--- config.mk ---
export PLATFORM = sky130hd
export DESIGN_NAME = turfio_core
export DESIGN_NICKNAME = d
export VERILOG_FILES = /design/src/hdl/turfio_pkg.sv /design/src/hdl/turfio_intercon.sv /design/src/hdl/tio_id_ctrl.sv /design/src/hdl/uart_router.sv /design/src/hdl/turfio_core.sv
export SDC_FILE = /design/constraint.sdc
export NUM_CORES = 1
export LEC_CHECK = 0
export BUFFER_PORTS_ARGS = -buffer_cell sky130_fd_sc_hd__buf_2
export CORE_UTILIZATION = 49
export CTS_CLUSTER_DIAMETER = 50
export DETAILED_ROUTE_END_ITERATION = 16
export PLACE_DENSITY_LB_ADDON = 0.2
export SKIP_CTS_REPAIR_TIMING = 1
export SYNTH_ARGS = -nofsm -noshare
export SYNTH_HDL_FRONTEND = slang
export SYNTH_SLANG_ARGS = --single-unit
--- constraint.sdc ---
create_clock -name init_clk -period 5 [get_ports init_clk]
set_input_delay 0.25 -clock init_clk [delete_from_list [all_inputs] [get_ports init_clk]]
set_output_delay 0.25 -clock init_clk [all_outputs]
set_load 0.05 [all_outputs]
--- src/hdl/turfio_pkg.sv ---
package turfio_pkg;

    ////////////////////////////////////////
    // Wishbone widths and address split
    ////////////////////////////////////////

    // Word address and data word
    typedef logic [24:0] wb_addr_t;
    typedef logic [31:0] wb_data_t;

    // Address space at bits 24..22
    typedef logic [2:0]  space_t;
    // Module select at bits 21..10
    typedef logic [11:0] module_idx_t;
    // Register within a module at bits 9..0
    typedef logic [9:0]  reg_idx_t;

    // Overlay of the three fields on a word address
    typedef struct packed {
        space_t      space;
        module_idx_t mod;
        reg_idx_t    idx;
    } wb_addr_fields_t;

    // Space 0 is ours, the rest belongs to the SURFs
    localparam space_t      SPACE_TURFIO = 3'd0;
    // Id/control block lives at module 0
    localparam module_idx_t MOD_ID_CTRL  = 12'd0;

    // Id/control register map
    localparam reg_idx_t REG_IDENT       = 10'd0;
    localparam reg_idx_t REG_DATEVERSION = 10'd1;
    localparam reg_idx_t REG_CONTROL     = 10'd2;
    localparam reg_idx_t REG_SCRATCH     = 10'd3;
    localparam reg_idx_t REG_STATUS      = 10'd4;

    ////////////////////////////////////////
    // Identity constants
    ////////////////////////////////////////

    localparam wb_data_t   IDENT_WORD    = "TFIO";
    localparam logic [3:0] VER_MAJOR     = 4'd0;
    localparam logic [3:0] VER_MINOR     = 4'd3;
    localparam logic [7:0] VER_REV       = 8'd13;
    localparam logic [15:0] FIRMWARE_DATE = 16'h2c91;
    // Date on top, then major, minor, revision
    localparam wb_data_t   DATEVERSION   = {FIRMWARE_DATE, VER_MAJOR, VER_MINOR, VER_REV};

    // UART lines rest high
    localparam logic UART_IDLE = 1'b1;

    ////////////////////////////////////////
    // Bus and control bundles
    ////////////////////////////////////////

    typedef struct packed {
        logic     cyc;
        logic     stb;
        logic     we;
        wb_addr_t adr;
        wb_data_t dat;
    } wb_req_t;

    typedef struct packed {
        logic     ack;
        wb_data_t dat;
    } wb_rsp_t;

    // Control register, LSB is hskbus_local
    typedef struct packed {
        logic enable_3v3;
        logic enable_crate;
        logic cratebridge_en;
        logic hskbus_local;
    } ctrl_t;

endpackage

--- src/hdl/turfio_intercon.sv ---
module turfio_intercon (
    input  logic                init_clk,
    input  logic                rst_i,
    // From the bus master
    input  turfio_pkg::wb_req_t wb_req_i,
    output turfio_pkg::wb_rsp_t wb_rsp_o,
    // Toward the id/control block
    output turfio_pkg::wb_req_t idctrl_req_o,
    input  turfio_pkg::wb_rsp_t idctrl_rsp_i
);

    // Address seen as space/module/register
    turfio_pkg::wb_addr_fields_t adr_fields;
    // Space 0 and module 0
    logic                        idctrl_hit;
    // Default responder ack
    logic                        dflt_ack_q;
    logic                        dflt_start;
    turfio_pkg::wb_rsp_t         dflt_rsp;

    ////////////////////////////////////////
    // Address decode
    ////////////////////////////////////////

    assign adr_fields = wb_req_i.adr;

    // Register field is left to the slave
    assign idctrl_hit = (adr_fields.space == turfio_pkg::SPACE_TURFIO) &&
                        (adr_fields.mod == turfio_pkg::MOD_ID_CTRL);

    // Whole request passes through
    // Strobe only reaches the block on a hit
    always_comb begin
        idctrl_req_o     = wb_req_i;
        idctrl_req_o.stb = wb_req_i.stb & idctrl_hit;
    end

    ////////////////////////////////////////
    // Default responder
    ////////////////////////////////////////

    // SURF space and every nonzero module land here
    // New strobe only, so the ack is a single pulse
    assign dflt_start = wb_req_i.cyc && wb_req_i.stb && !idctrl_hit && !dflt_ack_q;

    always_ff @(posedge init_clk) begin
        if (rst_i) begin
            dflt_ack_q <= 1'b0;
        end else begin
            dflt_ack_q <= dflt_start;
        end
    end

    // Unmapped reads come back as zero
    always_comb begin
        dflt_rsp.ack = dflt_ack_q;
        dflt_rsp.dat = '0;
    end

    ////////////////////////////////////////
    // Response select
    ////////////////////////////////////////

    // Master holds adr until ack so the hit is still valid here
    always_comb begin
        if (idctrl_hit) begin
            wb_rsp_o = idctrl_rsp_i;
        end else begin
            wb_rsp_o = dflt_rsp;
        end
    end

endmodule

--- src/hdl/tio_id_ctrl.sv ---
module tio_id_ctrl (
    input  logic                init_clk,
    input  logic                rst_i,
    // Wishbone slave port
    input  turfio_pkg::wb_req_t wb_req_i,
    output turfio_pkg::wb_rsp_t wb_rsp_o,
    // Control bits to the router and crate enables
    output turfio_pkg::ctrl_t   ctrl_o,
    // Status inputs from the board
    input  logic                tctrl_b_i,
    input  logic [1:0]          conf_i
);

    localparam int CTRL_W = $bits(turfio_pkg::ctrl_t);
    localparam int STAT_W = 3;

    turfio_pkg::wb_addr_fields_t adr_fields;
    // Cycle not yet answered
    logic                        access;
    logic                        wr_en;
    logic                        ack_q;
    turfio_pkg::wb_data_t        rdat_q;
    turfio_pkg::wb_data_t        rdat_mux;
    // Register file
    turfio_pkg::ctrl_t           ctrl_q;
    turfio_pkg::wb_data_t        scratch_q;
    // Status sampling, conf above tctrl_b
    logic [STAT_W-1:0]           stat_meta_q;
    logic [STAT_W-1:0]           stat_sync_q;
    turfio_pkg::wb_data_t        status_word;

    assign adr_fields = wb_req_i.adr;

    // Strobe held through the ack cycle is not a new access
    assign access = wb_req_i.cyc && wb_req_i.stb && !ack_q;
    assign wr_en  = access && wb_req_i.we;

    ////////////////////////////////////////
    // Status inputs
    ////////////////////////////////////////

    // Two stages since these pins are asynchronous
    always_ff @(posedge init_clk) begin
        stat_meta_q <= {conf_i, tctrl_b_i};
        stat_sync_q <= stat_meta_q;
    end

    // Bit 0 tctrl_b, bits 2..1 conf
    assign status_word = {{($bits(turfio_pkg::wb_data_t) - STAT_W){1'b0}}, stat_sync_q};

    ////////////////////////////////////////
    // Writable registers
    ////////////////////////////////////////

    // Write lands on the edge that raises ack
    always_ff @(posedge init_clk) begin
        if (rst_i) begin
            ctrl_q    <= '0;
            scratch_q <= '0;
        end else if (wr_en) begin
            case (adr_fields.idx)
                turfio_pkg::REG_CONTROL: begin
                    // Only the low bits exist
                    ctrl_q <= turfio_pkg::ctrl_t'(wb_req_i.dat[CTRL_W-1:0]);
                end
                turfio_pkg::REG_SCRATCH: begin
                    scratch_q <= wb_req_i.dat;
                end
                default: begin
                    // Read-only or unmapped, write dropped
                end
            endcase
        end
    end

    ////////////////////////////////////////
    // Readback and ack
    ////////////////////////////////////////

    always_comb begin
        rdat_mux = '0;
        case (adr_fields.idx)
            turfio_pkg::REG_IDENT:       rdat_mux = turfio_pkg::IDENT_WORD;
            turfio_pkg::REG_DATEVERSION: rdat_mux = turfio_pkg::DATEVERSION;
            turfio_pkg::REG_CONTROL:     rdat_mux[CTRL_W-1:0] = ctrl_q;
            turfio_pkg::REG_SCRATCH:     rdat_mux = scratch_q;
            turfio_pkg::REG_STATUS:      rdat_mux = status_word;
            default:                     rdat_mux = '0;
        endcase
    end

    // One-cycle ack pulse
    always_ff @(posedge init_clk) begin
        if (rst_i) begin
            ack_q <= 1'b0;
        end else begin
            ack_q <= access;
        end
    end

    // Read word captured together with the ack
    always_ff @(posedge init_clk) begin
        if (access) begin
            rdat_q <= rdat_mux;
        end
    end

    always_comb begin
        wb_rsp_o.ack = ack_q;
        wb_rsp_o.dat = rdat_q;
    end

    assign ctrl_o = ctrl_q;

endmodule

--- src/hdl/uart_router.sv ---
module uart_router (
    input  logic              init_clk,
    input  logic              rst_i,
    // Routing controls
    input  turfio_pkg::ctrl_t ctrl_i,
    // Low selects the serial path from the trigger board
    input  logic              tctrl_b_i,
    // Debug UART
    input  logic              dbg_rx_i,
    output logic              dbg_tx_o,
    // Trigger-board UART
    input  logic              trx_i,
    output logic              ttx_o,
    // Crate housekeeping bus
    input  logic              crate_rx_i,
    output logic              crate_tx_o
);

    // Inputs that go through the retiming stages
    typedef struct packed {
        logic tctrl_b;
        logic crate_rx;
        logic trx;
        logic dbg_rx;
    } uart_in_t;

    uart_in_t raw;
    uart_in_t meta_q;
    uart_in_t sync_q;
    // Crate bus data after the bridge enable
    logic     crate_in;
    // Trigger-board source after the tctrl_b gate
    logic     turf_src;
    // What would go to the crate if enabled
    logic     crate_src;

    ////////////////////////////////////////
    // Input retiming
    ////////////////////////////////////////

    always_comb begin
        raw.tctrl_b  = tctrl_b_i;
        raw.crate_rx = crate_rx_i;
        raw.trx      = trx_i;
        raw.dbg_rx   = dbg_rx_i;
    end

    // Reset to idle so every output rests high
    always_ff @(posedge init_clk) begin
        if (rst_i) begin
            meta_q <= '1;
            sync_q <= '1;
        end else begin
            meta_q <= raw;
            sync_q <= meta_q;
        end
    end

    ////////////////////////////////////////
    // Routing
    ////////////////////////////////////////

    // Crate bus is deaf while the bridge is off
    assign crate_in = ctrl_i.cratebridge_en ? sync_q.crate_rx : turfio_pkg::UART_IDLE;

    // Trigger board only talks with tctrl_b low
    assign turf_src = sync_q.tctrl_b ? turfio_pkg::UART_IDLE : sync_q.trx;

    // Local mode hands the crate to the debug port
    assign crate_src = ctrl_i.hskbus_local ? sync_q.dbg_rx : turf_src;

    assign crate_tx_o = ctrl_i.cratebridge_en ? crate_src : turfio_pkg::UART_IDLE;

    // Debug port hears the crate in local mode
    // Otherwise its old partner is gone so it idles
    assign dbg_tx_o = ctrl_i.hskbus_local ? crate_in : turfio_pkg::UART_IDLE;

    // Trigger board hears the crate when not local
    assign ttx_o = ctrl_i.hskbus_local ? turfio_pkg::UART_IDLE : crate_in;

endmodule

--- src/hdl/turfio_core.sv ---
module turfio_core (
    input  logic                init_clk,
    input  logic                rst_i,
    // Wishbone slave port of the board
    input  turfio_pkg::wb_req_t wb_req_i,
    output turfio_pkg::wb_rsp_t wb_rsp_o,
    // Crate configuration straps
    input  logic [1:0]          conf_i,
    // Serial path select from the trigger board
    input  logic                tctrl_b_i,
    // Debug UART
    input  logic                dbg_rx_i,
    output logic                dbg_tx_o,
    // Trigger-board UART
    input  logic                trx_i,
    output logic                ttx_o,
    // SURF crate bus
    input  logic                crate_rx_i,
    output logic                crate_tx_o,
    // Crate supply enables
    output logic                enable_crate_o,
    output logic                enable_3v3_o
);

    // Decoded request into the id/control block
    turfio_pkg::wb_req_t idctrl_req;
    turfio_pkg::wb_rsp_t idctrl_rsp;
    // Control register contents
    turfio_pkg::ctrl_t   ctrl;

    ////////////////////////////////////////
    // Bus decode
    ////////////////////////////////////////

    turfio_intercon u_intercon (
        .init_clk     (init_clk),
        .rst_i        (rst_i),
        .wb_req_i     (wb_req_i),
        .wb_rsp_o     (wb_rsp_o),
        .idctrl_req_o (idctrl_req),
        .idctrl_rsp_i (idctrl_rsp)
    );

    ////////////////////////////////////////
    // Id and control registers
    ////////////////////////////////////////

    tio_id_ctrl u_id_ctrl (
        .init_clk  (init_clk),
        .rst_i     (rst_i),
        .wb_req_i  (idctrl_req),
        .wb_rsp_o  (idctrl_rsp),
        .ctrl_o    (ctrl),
        .tctrl_b_i (tctrl_b_i),
        .conf_i    (conf_i)
    );

    // Supply enables straight from the control bits
    assign enable_crate_o = ctrl.enable_crate;
    assign enable_3v3_o   = ctrl.enable_3v3;

    ////////////////////////////////////////
    // UART fabric
    ////////////////////////////////////////

    uart_router u_router (
        .init_clk   (init_clk),
        .rst_i      (rst_i),
        .ctrl_i     (ctrl),
        .tctrl_b_i  (tctrl_b_i),
        .dbg_rx_i   (dbg_rx_i),
        .dbg_tx_o   (dbg_tx_o),
        .trx_i      (trx_i),
        .ttx_o      (ttx_o),
        .crate_rx_i (crate_rx_i),
        .crate_tx_o (crate_tx_o)
    );

endmodule

# Word level (Yosys, flattened, before mapping)
# Index checks and enable logic that the tools add are counted.
[op_classes] addsub=0 mul=0 n_div=0 magnitude_cmp=0 n_eq_ne=4 n_shift=0 mux=9 n_bitwise=1 reduce_logical=15
[ops] cell="28-bit one-hot mux with 3 select lines" count=1
[ops] cell="33-bit two-way mux" count=1
[ops] cell="10-bit by 2-bit equality test with 1-bit output, second input constant" count=2
[ops] cell="4-bit one-hot mux with 5 select lines" count=1
[ops] cell="12-bit zero test" count=1
[ops] cell="10-bit by 1-bit equality test with 1-bit output, second input constant" count=1
[ops] cell="10-bit by 3-bit equality test with 1-bit output, second input constant" count=1
[ops] cell="10-bit zero test" count=1
[ops] cell="1-bit logical AND" count=7
[ops] cell="1-bit two-way mux" count=6
[ops] cell="2-bit AND reduction" count=2
[ops] cell="1-bit zero test" count=3
[ops] cell="3-bit zero test" count=1
[ops] cell="1-bit AND" count=1
[totals] register_bits=84 latchBits=0 ramBits=0 romBits=0 input_bits=68 out_inout_bits=38 wordCells=47 memories=0

# Longest topological paths before layout
# Gate-level depths: netlist (run 1).
[depth] depth_word=7 depth_mapped=6 depth_no_buf=4

# Modules after synthesis
# From an unflattened synthesis (run 1), not the netlist that was laid out.
[hier_totals] hier_cells=409 area_unflattened_um2=4120.2
[by_module_without_submodules] module="tio_id_ctrl" n_inst=1 cells_each=283 area_per_inst_um2=3113.0 seq_area_each_um2=1821.7
[by_module_without_submodules] module="turfio_intercon" n_inst=1 cells_each=105 area_per_inst_um2=764.5 seq_area_each_um2=20.0
[by_module_without_submodules] module="uart_router" n_inst=1 cells_each=21 area_per_inst_um2=242.7 seq_area_each_um2=160.2

# Least setup slack after synthesis (run 1)
# Ideal clock, no wire load.
[synth_timing] kind="input port to flip-flop" from="input port wb_req_i[47] in the netlist's numbering" to="register u_id_ctrl.rdat_q[0], enable pin" setup_time_ns=0.461 arrival_time_ns=3.304 t_required_ns=4.539 slack_ns=1.235 cell_stages=5 n_path_buf=2 path_cell_list="nor4_1 > nand4_1 > buf_2 > buf_2 > nor3_1"
[synth_between] elab_chain_cells=5
[synth_lines] element="start: declaration" line="turfio_core.sv:5" rtl="input turfio_pkg::wb_req_t wb_req_i,"
[synth_lines] element="12-bit zero test" line="turfio_intercon.sv:29" rtl="(adr_fields.mod == turfio_pkg::MOD_ID_CTRL);"
[synth_lines] element="1-bit logical AND" line="turfio_intercon.sv:28" rtl="assign idctrl_hit = (adr_fields.space == turfio_pkg::SPACE_TURFIO) &&"
[synth_lines] element="1-bit AND" line="turfio_intercon.sv:35" rtl="idctrl_req_o.stb = wb_req_i.stb & idctrl_hit;"
[synth_lines] element="1-bit logical AND (2 in series)" line="tio_id_ctrl.sv:35" rtl="assign access = wb_req_i.cyc && wb_req_i.stb && !ack_q;"
[synth_lines] element="net u_id_ctrl.access" line="tio_id_ctrl.sv:19" rtl="logic access;"
[synth_lines] element="end signal: assignment" line="tio_id_ctrl.sv:104" rtl="rdat_q <= rdat_mux;"
[synth_lines] element="end: declaration" line="tio_id_ctrl.sv:22" rtl="turfio_pkg::wb_data_t rdat_q;"
# The timed path passes the listed nets, and every way through them passes these cells.
# A chain may end at the register's enable or synchronous reset.

==> qor.yml, run 1 <==
floorplanning:
  initial_core_util_pct: 51.5
  die_w_um: 87.2
  num_rows: 30
  core-area_mm2: 0.00691
  die_h_um: 87.2
  num_io_pins: 106
  dieArea_mm2: 0.00760
global_routing:
  grt_antenna_before_repair: 0
  grt_pass1_vias: 2712
  grt_max_degree: 47
  grt_pass1_wl_mm: 12.6
  track_usage_pct: 22.1
  grt_remaining_overflow: 0
setup_path:
  cp_data_required_time_ps: 4750
  rr_endpoint: "u_id_ctrl.scratch_q[30]"
  critical_path.endpoint_type: "primary output"
  crit_path_end: "wb_rsp_o[3]"
  path_class: "in -> out"
  cp.arrival_ps: 2250
  rrSetupSlack_ps: 2820
  crit_start: "wb_req_i[55]"
  r2r_start: "u_id_ctrl.ack_q"
  start_kind: "input port"
  r2r_cells: 4
  cp_max_fo: 40
synth:
  synth_warnings: 0
  syn_area_mm2: 0.00356
  syn_nets: 426
  synth_cell_types: 33
  ys_seq_area_share_pct: 56.3
  synth-seq-cells: 84
  syn-instance-count: 358
  avgSynthCellArea_um2: 9.93
clock_tree:
  clock_sinks: 84
  cts_max_path_buffers: 2
  cts_tree: "yes"
  clkLatencyLatePin_ps: 340
  clock-root-buffer: "clkbuf_8"
  h-tree-depth: 3
  cts_buffers: 9
  cts.reportedPaths.clkPinSlew_ps: 70
place:
  io_buffers: 105
  gp_congestion: 0.811
  placed_area_mm2: 0.00404
  dp_hpwl_mm: 5.06
drt:
  wl_per_cell_um: 14.1
  drtIter0Drc: 207
  vias: 2928
  detail_route.vias_per_cell: 5.32
  drc: 0
  drt_pass1_iterations: 4
  antenna_left: 0
  drt-total-wl_mm: 7.77
power:
  power_density_mw_per_mm2: 282
  ir_worst_vdd_mv: 0.173
  leakagePower_nw: 1.61
  power_mw: 1.19
cells_and_area:
  nNetsFinal: 517
  final_cell_mix: "buf_2 (105), a21oi_1 (55), dfxtp_1 (52), and2_1 (45), nand3_1 (36)"
  multi_input_area_mm2: 0.00134
  insertedDiodeCount: 0
  layout-drive-gt1-share_pct: 30.6
  nFillCells: 634
  final_area_mm2: 0.00424
  fin_util_pct: 61.3
  area_growth_pct: 19.1
  regArea_mm2: 0.00200
  mostFrequentLayoutCell: "buf_2"
status:
  status: "finished clean"
timing:
  setup-violations-final: 0
  hold_viol: 0
  finalCriticalPeriod_ps: 2500
  drv_slew: 0
  finalClockSkew_ps: 6.87
  finalCritPeriodShare_pct: 49.9
  relSlewSlack_pct: 18.1
  rsz0062_at_grt: "no"
  tightest_slew_ps: 1230
  setup-tns-final_ps: 0
  fmax_ghz: 0.400
run:
  drv_cap: 0
min_path:
  hold_path_class: "in -> reg"
## cell type report
class | instances | area share (%)
flip-flops and latches | 84 | 47.3
multi-input cells | 235 | 31.5
repair buffers | 111 | 13.6
clock buffers | 14 | 3.84
well taps | 96 | 2.84
inverters | 8 | 0.709
clock inverters | 2 | 0.236
## through the flow
stage	setup WS, ps	std cells	hold WS (ps)
after floorplan	1230	358	278
after global placement	2540	532	314
after detailed placement	2500	532	313
after CTS	2500	548	-5.81
after global routing	2300	550	0.927
final	2500	550	24.9
## how the worst min path moves through the flow
stage	startpoint	endpoint	slack [ps]	cells after the start
global placement	u_id_ctrl.stat_meta_q[2]	u_id_ctrl.stat_sync_q[2]	310	0
detailed placement	u_id_ctrl.stat_meta_q[1]	u_id_ctrl.stat_sync_q[1]	310	0
finish	tctrl_b_i	u_id_ctrl.stat_meta_q[0]	20	1
global route	tctrl_b_i	u_id_ctrl.stat_meta_q[0]	0.9	1
floorplan	tctrl_b_i	u_id_ctrl.stat_meta_q[0]	280	0
CTS	conf_i[1]	u_id_ctrl.stat_meta_q[2]	-6	1
## worst max-delay path, stage by stage
cell and delay, ps:
buf_2 100, nor4_1 330, and4_2 760, buf_4 380, and2_1 160, buf_2 250
## synthesized netlist by cell type (all sizes together)
master,count,area (µm²)
clkbuf,19,71.3
a21oi,55,275
and4b,1,10.0
nor4,6,58.8
inv,8,30.0
nor3b,1,12.5
a21boi,2,15.0
and4,4,36.3
o22a,2,17.5
or3b,1,8.76
nand3,36,180
nor2,3,11.3
dfxtp,52,1040
o21ai,38,190
nand4,3,18.8
buf,12,124
mux2i,3,30.0
nor3,4,25.0
nor2b,2,12.5
or2,10,62.6
edfxtp,32,961
nand2,16,60.1
nand3b,3,22.5
and2,45,282
## report_power, final
group | internal [mW] | switching (mW) | total [mW]
Combinational | 0.0268 | 0.0279 | 0.0547
Clock | 0.207 | 0.220 | 0.427
Sequential | 0.710 | 0.00153 | 0.711
Total | 0.944 | 0.249 | 1.19
## routing by layer
layer,GRT usage (%),vias up,routed length [µm]
li1,-,1434,-
met1,27.8,1369,3370
met2,36.6,114,3760
met3,4.27,11,488
met4,10.7,0,154
met5,0,-,0
## flip-flops by register name, summed over array words and instances (netlist names)
signal                 count
u_id_ctrl.scratch_q       32
u_id_ctrl.stat_sync_q      3
u_id_ctrl.stat_meta_q      3
u_id_ctrl.ack_q            1
u_id_ctrl.rdat_q          32
u_intercon.dflt_ack_q      1
u_router.meta_q            4
u_id_ctrl.ctrl_o           4
u_router.sync_q            4
## cell families (layout without fill, tap and decap cells)
logic type,after synthesis,in the layout,share of synthesized area [%]
AND/OR/NAND/NOR,135,135,22.5
buffers and inverters,39,135,6.33
AO/OA/AOI/OAI,97,97,14.0
multiplexers,3,3,0.845
flip-flops,84,84,56.3
(Power assumes the default switching activity.)
==> inputs of run 2 (changes only) <==
Settings changed: ABC_AREA from default to 1.
Clock period 5 ns to 2.3 ns, I/O delays scaled along.
==> qor.yml, run 2 <==
setup_path:
  worst_path_most_repeated_cell: "nor2_1"
  cp.arrival_ps: 1840
  slowest_stage: "dfxtp_1"
  path_cells: "nor2_1 -> inv_1 -> nor2_8 -> buf_4 -> nand4_1 -> nand2_1 -> nor2_1"
  cpPeakStageDelay_ps: 330
  path_class: "reg -> reg"
  cp_max_fo: 23
  critical_path.endpoint_type: "register"
  start_kind: "register"
  cp_data_required_time_ps: 2550
timing:
  relSlewSlack_pct: 54.3
  finalCriticalPeriod_ps: 1590
  fmax_ghz: 0.629
  setup-tns-final_ps: 0
  setup-violations-final: 0
  whs_ps: 47.0
  finalClockSkew_ps: 7.51
  rsz0062_at_grt: "no"
  tightest_slew_ps: 685
  hold_viol: 0
  setup_ws_ps: 711
  drv_slew: 0
  finalCritPeriodShare_pct: 69.1
floorplanning:
  initial_core_util_pct: 51.7
  num_rows: 31
  core-area_mm2: 0.00737
  num_io_pins: 106
  dieArea_mm2: 0.00813
  die_h_um: 90.2
  die_w_um: 90.2
clock_tree:
  cts_max_path_buffers: 2
  h-tree-depth: 3
  cts_tree: "yes"
  clock_sinks: 84
  clock-root-buffer: "clkbuf_8"
  clkLatencyLatePin_ps: 350
  cts_buffers: 9
  cts.reportedPaths.clkPinSlew_ps: 80
cells_and_area:
  final_cell_mix: "nor2_1 (127), inv_1 (106), buf_2 (105), nand2_1 (66), dfxtp_1 (52)"
  layout-drive-gt1-share_pct: 24.8
  insertedDiodeCount: 0
  reg_top3: "u_id_ctrl.rdat_q x32, u_id_ctrl.scratch_q x32"
  final_cells: 705
  area_growth_pct: 22.5
  final_area_mm2: 0.00467
  nNetsFinal: 669
  mostFrequentLayoutCell: "nor2_1"
global_routing:
  grt_antenna_before_repair: 0
  track_usage_pct: 21.3
  grt_remaining_overflow: 0
  grt_pass1_vias: 3079
  grt_max_degree: 39
  grt_pass1_wl_mm: 13.7
place:
  dp_worst_setup_slack_ps: 667
  io_buffers: 105
  gp_congestion: 0.763
  placed_area_mm2: 0.00440
  dp_hpwl_mm: 5.32
  dp.cells: 683
synth:
  synth_common_cells: "nor2_1 (128), inv_1 (106), nand2_1 (66)"
  yosys.area.top_type: "dfxtp_1"
  synth-seq-cells: 84
  syn_nets: 562
  synthTopCellsByArea: "dfxtp_1 (27%), edfxtp_1 (25%), nor2_1 (13%)"
  yosys.area_share.adder_pct: 0
  synth-simple-area-share_pct: 31.3
  syn-instance-count: 494
  synth_compound_gate_area_share_pct: 1.97
  muxShareOfSynthArea_pct: 0
  synth_top_family_by_area: "simple AND/OR/NAND/NOR gates"
  synth-edff-count: 32
  avgSynthCellArea_um2: 7.71
  synth_top_area_share_pct: 27.3
  yosysMostFrequentCell: "nor2_1"
  synth_cell_types: 23
  ys_seq_area_share_pct: 52.6
  synth_warnings: 0
  syn_area_mm2: 0.00381
  async_flop_share_pct: 0
  synth_ff_type: "dfxtp_1"
  synthXorXnorAreaFrac_pct: 0
drt:
  drtIter0Drc: 184
  vias: 3295
  antenna_left: 0
  drt-total-wl_mm: 8.23
  wl_per_cell_um: 11.7
  drc: 0
  detail_route.vias_per_cell: 4.67
  drt_pass1_iterations: 7
power:
  ir_worst_vdd_mv: 0.338
  power_density_mw_per_mm2: 587
  leakagePower_nw: 2.25
status:
  status: "finished clean"
min_path:
  hold_path_class: "in -> reg"
run:
  drv_cap: 0
==> run 2: changes by cell type in the layout (fill, tap and decap cells not counted), moves of 5 or more <==
| cell | before | now |
|---|---|---|
| and2_1 | 45 | 0 |
| nand4_1 | 3 | 40 |
| a21oi_1 | 55 | 0 |
| nor2_1 | 3 | 127 |
| nand3_1 | 36 | 8 |
| nand2_1 | 16 | 66 |
| o21ai_1 | 5 | 0 |
| o21ai_0 | 33 | 15 |
| inv_1 | 8 | 106 |
==> run 2: area by class of cell <==
type / count / area (µm²)
clock buffer: 12 / 176
clock inverter: 4 / 28.8
fill: 682 / 2700
inverter: 109 / 409
multi-input combinational: 279 / 1270
sequential: 84 / 2000
tap: 99 / 124
timing repair buffer: 118 / 651
==> run 2: kinds of logic (layout without fill, tap and decap cells) <==
| family | count (synthesis) | in the layout |
|---|---|---|
| and+or+nand+nor | 264 | 264 |
| AOI/OAI and AO/OA | 15 | 15 |
| DFF | 84 | 84 |
| buffers and inverters | 131 | 243 |
==> run 2: where the power goes <==
part           total (mW)  internal [mW]  switching [mW]
Clock                1.04          0.520           0.521
Combinational       0.152         0.0717          0.0807
Sequential           1.55           1.54         0.00364
Total                2.74           2.13           0.606
==> run 2: worst max-delay path: cells and delay by family (launching register included) <==
kind | cells | cell delay [ps]
buf+inv | 2 | 420
flops | 1 | 330
simple gates | 5 | 720
==> run 2: routing by layer <==
metal | part of all wire [%] | up-vias | track usage [%]
li1 | - | 1718 | -
met1 | 43 | 1485 | 25.9
met2 | 50 | 84 | 36.6
met3 | 5.1 | 8 | 4.65
met4 | 1.2 | 0 | 8.06
met5 | 0 | - | 0
==> run 2: through the flow <==
step	total power [mW]	utilization, %
after floorplan	1.65	-
after global placement	1.72	59.7
after detailed placement	1.73	59.7
after CTS	2.75	62.5
after global routing	2.84	63.3
final	2.74	63.3
==> run 2: path summary, 6_finish.rpt <==
kind | from | to | slack, ps | cells after the start
max | u_id_ctrl.ack_q | u_id_ctrl.scratch_q[0] | 710 | 7
min | rst_i | u_router.sync_q[1] | 50 | 2
max reg2reg | u_id_ctrl.ack_q | u_id_ctrl.scratch_q[0] | 710 | 7
min reg2reg | u_id_ctrl.stat_meta_q[1] | u_id_ctrl.stat_sync_q[1] | 330 | 0
==> inputs of run 3 (changes only) <==
Clock period 2.3 ns to 1.55 ns, I/O delays scaled along.
==> qor.yml, run 3 (synthesis results as in run 2) <==
setup_path:
  slowest_stage: "buf_2"
  cp_top_family: "buffers and inverters"
  cp_data_required_time_ps: 1470
  start_kind: "input port"
  critical_path.endpoint_type: "primary output"
  path_class: "in -> out"
  cp_max_fo: 19
  cp.arrival_ps: 1290
  path_buf_inv: 3
  cpPeakStageDelay_ps: 290
  path_cells: "buf_2 -> nor2_1 -> nand2_1 -> nor2_2 -> nand2_2 -> buf_4 -> nor2_1 -> buf_2"
drt:
  detail_route.vias_per_cell: 4.69
  antenna_left: 0
  drc: 0
  met1_length_mm: 3.53
  wl_met2_mm: 4.00
  wl_per_cell_um: 11.6
  drt_pass1_iterations: 4
  drtIter0Drc: 184
  topRoutingLayerUsed: "met4"
  drt-total-wl_mm: 8.20
  vias: 3317
  met3_wirelength_um: 543
timing:
  setup_ws_ps: 186
  hold_viol: 0
  whs_ps: 18.9
  setup-tns-final_ps: 0
  rsz0062_at_grt: "no"
  drv_slew: 0
  finalClockSkew_ps: 11.0
  finalCriticalPeriod_ps: 1360
  fmax_ghz: 0.733
  relSlewSlack_pct: 71.0
  tightest_slew_ps: 435
  finalCritPeriodShare_pct: 88.0
  setup-violations-final: 0
global_routing:
  grt_max_degree: 48
  track_usage_pct: 21.1
  grt_antenna_before_repair: 0
  grt_pass1_vias: 3034
  grt_remaining_overflow: 0
  grt_pass1_wl_mm: 13.7
clock_tree:
  clock_sinks: 84
  h-tree-depth: 3
  cts_max_path_buffers: 2
  clock-root-buffer: "clkbuf_8"
  cts_buffers: 9
  clkLatencyLatePin_ps: 350
  cts_tree: "yes"
  cts.reportedPaths.clkPinSlew_ps: 80
run:
  drv_cap: 0
cells_and_area:
  layout-drive-gt1-share_pct: 24.7
  nFillCells: 692
  area_growth_pct: 23.3
  fin_util_pct: 63.7
  final_cell_mix: "nor2_1 (127), inv_1 (106), buf_2 (105), nand2_1 (66), dfxtp_1 (52)"
  nNetsFinal: 671
  mostFrequentLayoutCell: "nor2_1"
  multi_input_area_mm2: 0.00127
  reg_top3: "u_id_ctrl.rdat_q x32, u_id_ctrl.scratch_q x32"
  insertedDiodeCount: 0
  regArea_mm2: 0.00200
floorplanning:
  num_io_pins: 106
  num_rows: 31
  dieArea_mm2: 0.00813
  die_h_um: 90.2
  die_w_um: 90.2
  core-area_mm2: 0.00737
  initial_core_util_pct: 51.7
power:
  leakagePower_nw: 2.24
  switchingPower_mw: 0.907
  p_comb_share_pct: 6.0
  power_mw: 3.89
  power_density_mw_per_mm2: 828
  pwr-share-seq_pct: 59.0
  swShare_pct: 23.3
  p_int_mw: 2.98
  clkPwrFrac_pct: 35.0
  ir_worst_vdd_mv: 0.500
place:
  io_buffers: 105
  dp_worst_setup_slack_ps: 179
  gp_congestion: 0.794
  dp_hpwl_mm: 5.50
status:
  status: "finished clean"
min_path:
  hold_path_class: "in -> reg"
## run 3: changes by cell type in the layout (fill, tap and decap cells not counted)
cell | before | now
buf_12 | 1 | 5
buf_4 | 6 | 4
clkbuf_1 | 0 | 1
clkbuf_16 | 1 | 0
clkbuf_8 | 11 | 9
clkinv_1 | 0 | 1
clkinvlp_4 | 0 | 2
inv_4 | 1 | 0
## run 3: final timing paths
check,endpoint,slack (ps),depth (start not counted),start
max reg2reg,u_id_ctrl.scratch_q[17],220,7,u_id_ctrl.ack_q
min,u_router.meta_q[0],20,2,rst_i
max,wb_rsp_o[3],190,8,wb_req_i[55]
min reg2reg,u_id_ctrl.stat_sync_q[2],330,0,u_id_ctrl.stat_meta_q[2]
## run 3: through the flow
step,cells,instance area (µm²)
5_1_grt,707,4690
3_3_place_gp,685,4470
4_1_cts,701,4630
6_report,707,4690
3_5_place_dp,685,4470
2_1_floorplan,494,3810
## run 3: per-layer routing
metal  track usage, %  up-vias
li1                 -     1717
met1             26.6     1472
met2             35.6      116
met3             4.48       12
met4             7.53        0
met5                0        -
## run 3: final cells by class
cell class / count / share of cell area [%]
inverters: 109 / 8.72
clock inverters: 6 / 0.880
multi-input cells: 279 / 27.2
well taps: 99 / 2.64
clock buffers: 10 / 2.72
repair buffers: 120 / 15.2
flip-flops and latches: 84 / 42.6
## run 3: worst reg2reg max path, stage by stage, from the launching register on
cell     delay [ps]
dfxtp_1         330
nor2_1          140
inv_1           120
nor2_8          160
buf_12          240
nand4_1         150
nand2_1          80
nor2_1           30
## run 3: power by group through the flow
stage / Sequential, mW / Combinational [mW] / Clock, mW
after CTS: 2.29 / 0.221 / 1.39
after global placement: 2.34 / 0.216 / 0
final: 2.29 / 0.232 / 1.36
after floorplan: 2.34 / 0.103 / 0
after global routing: 2.30 / 0.261 / 1.48
after detailed placement: 2.35 / 0.221 / 0
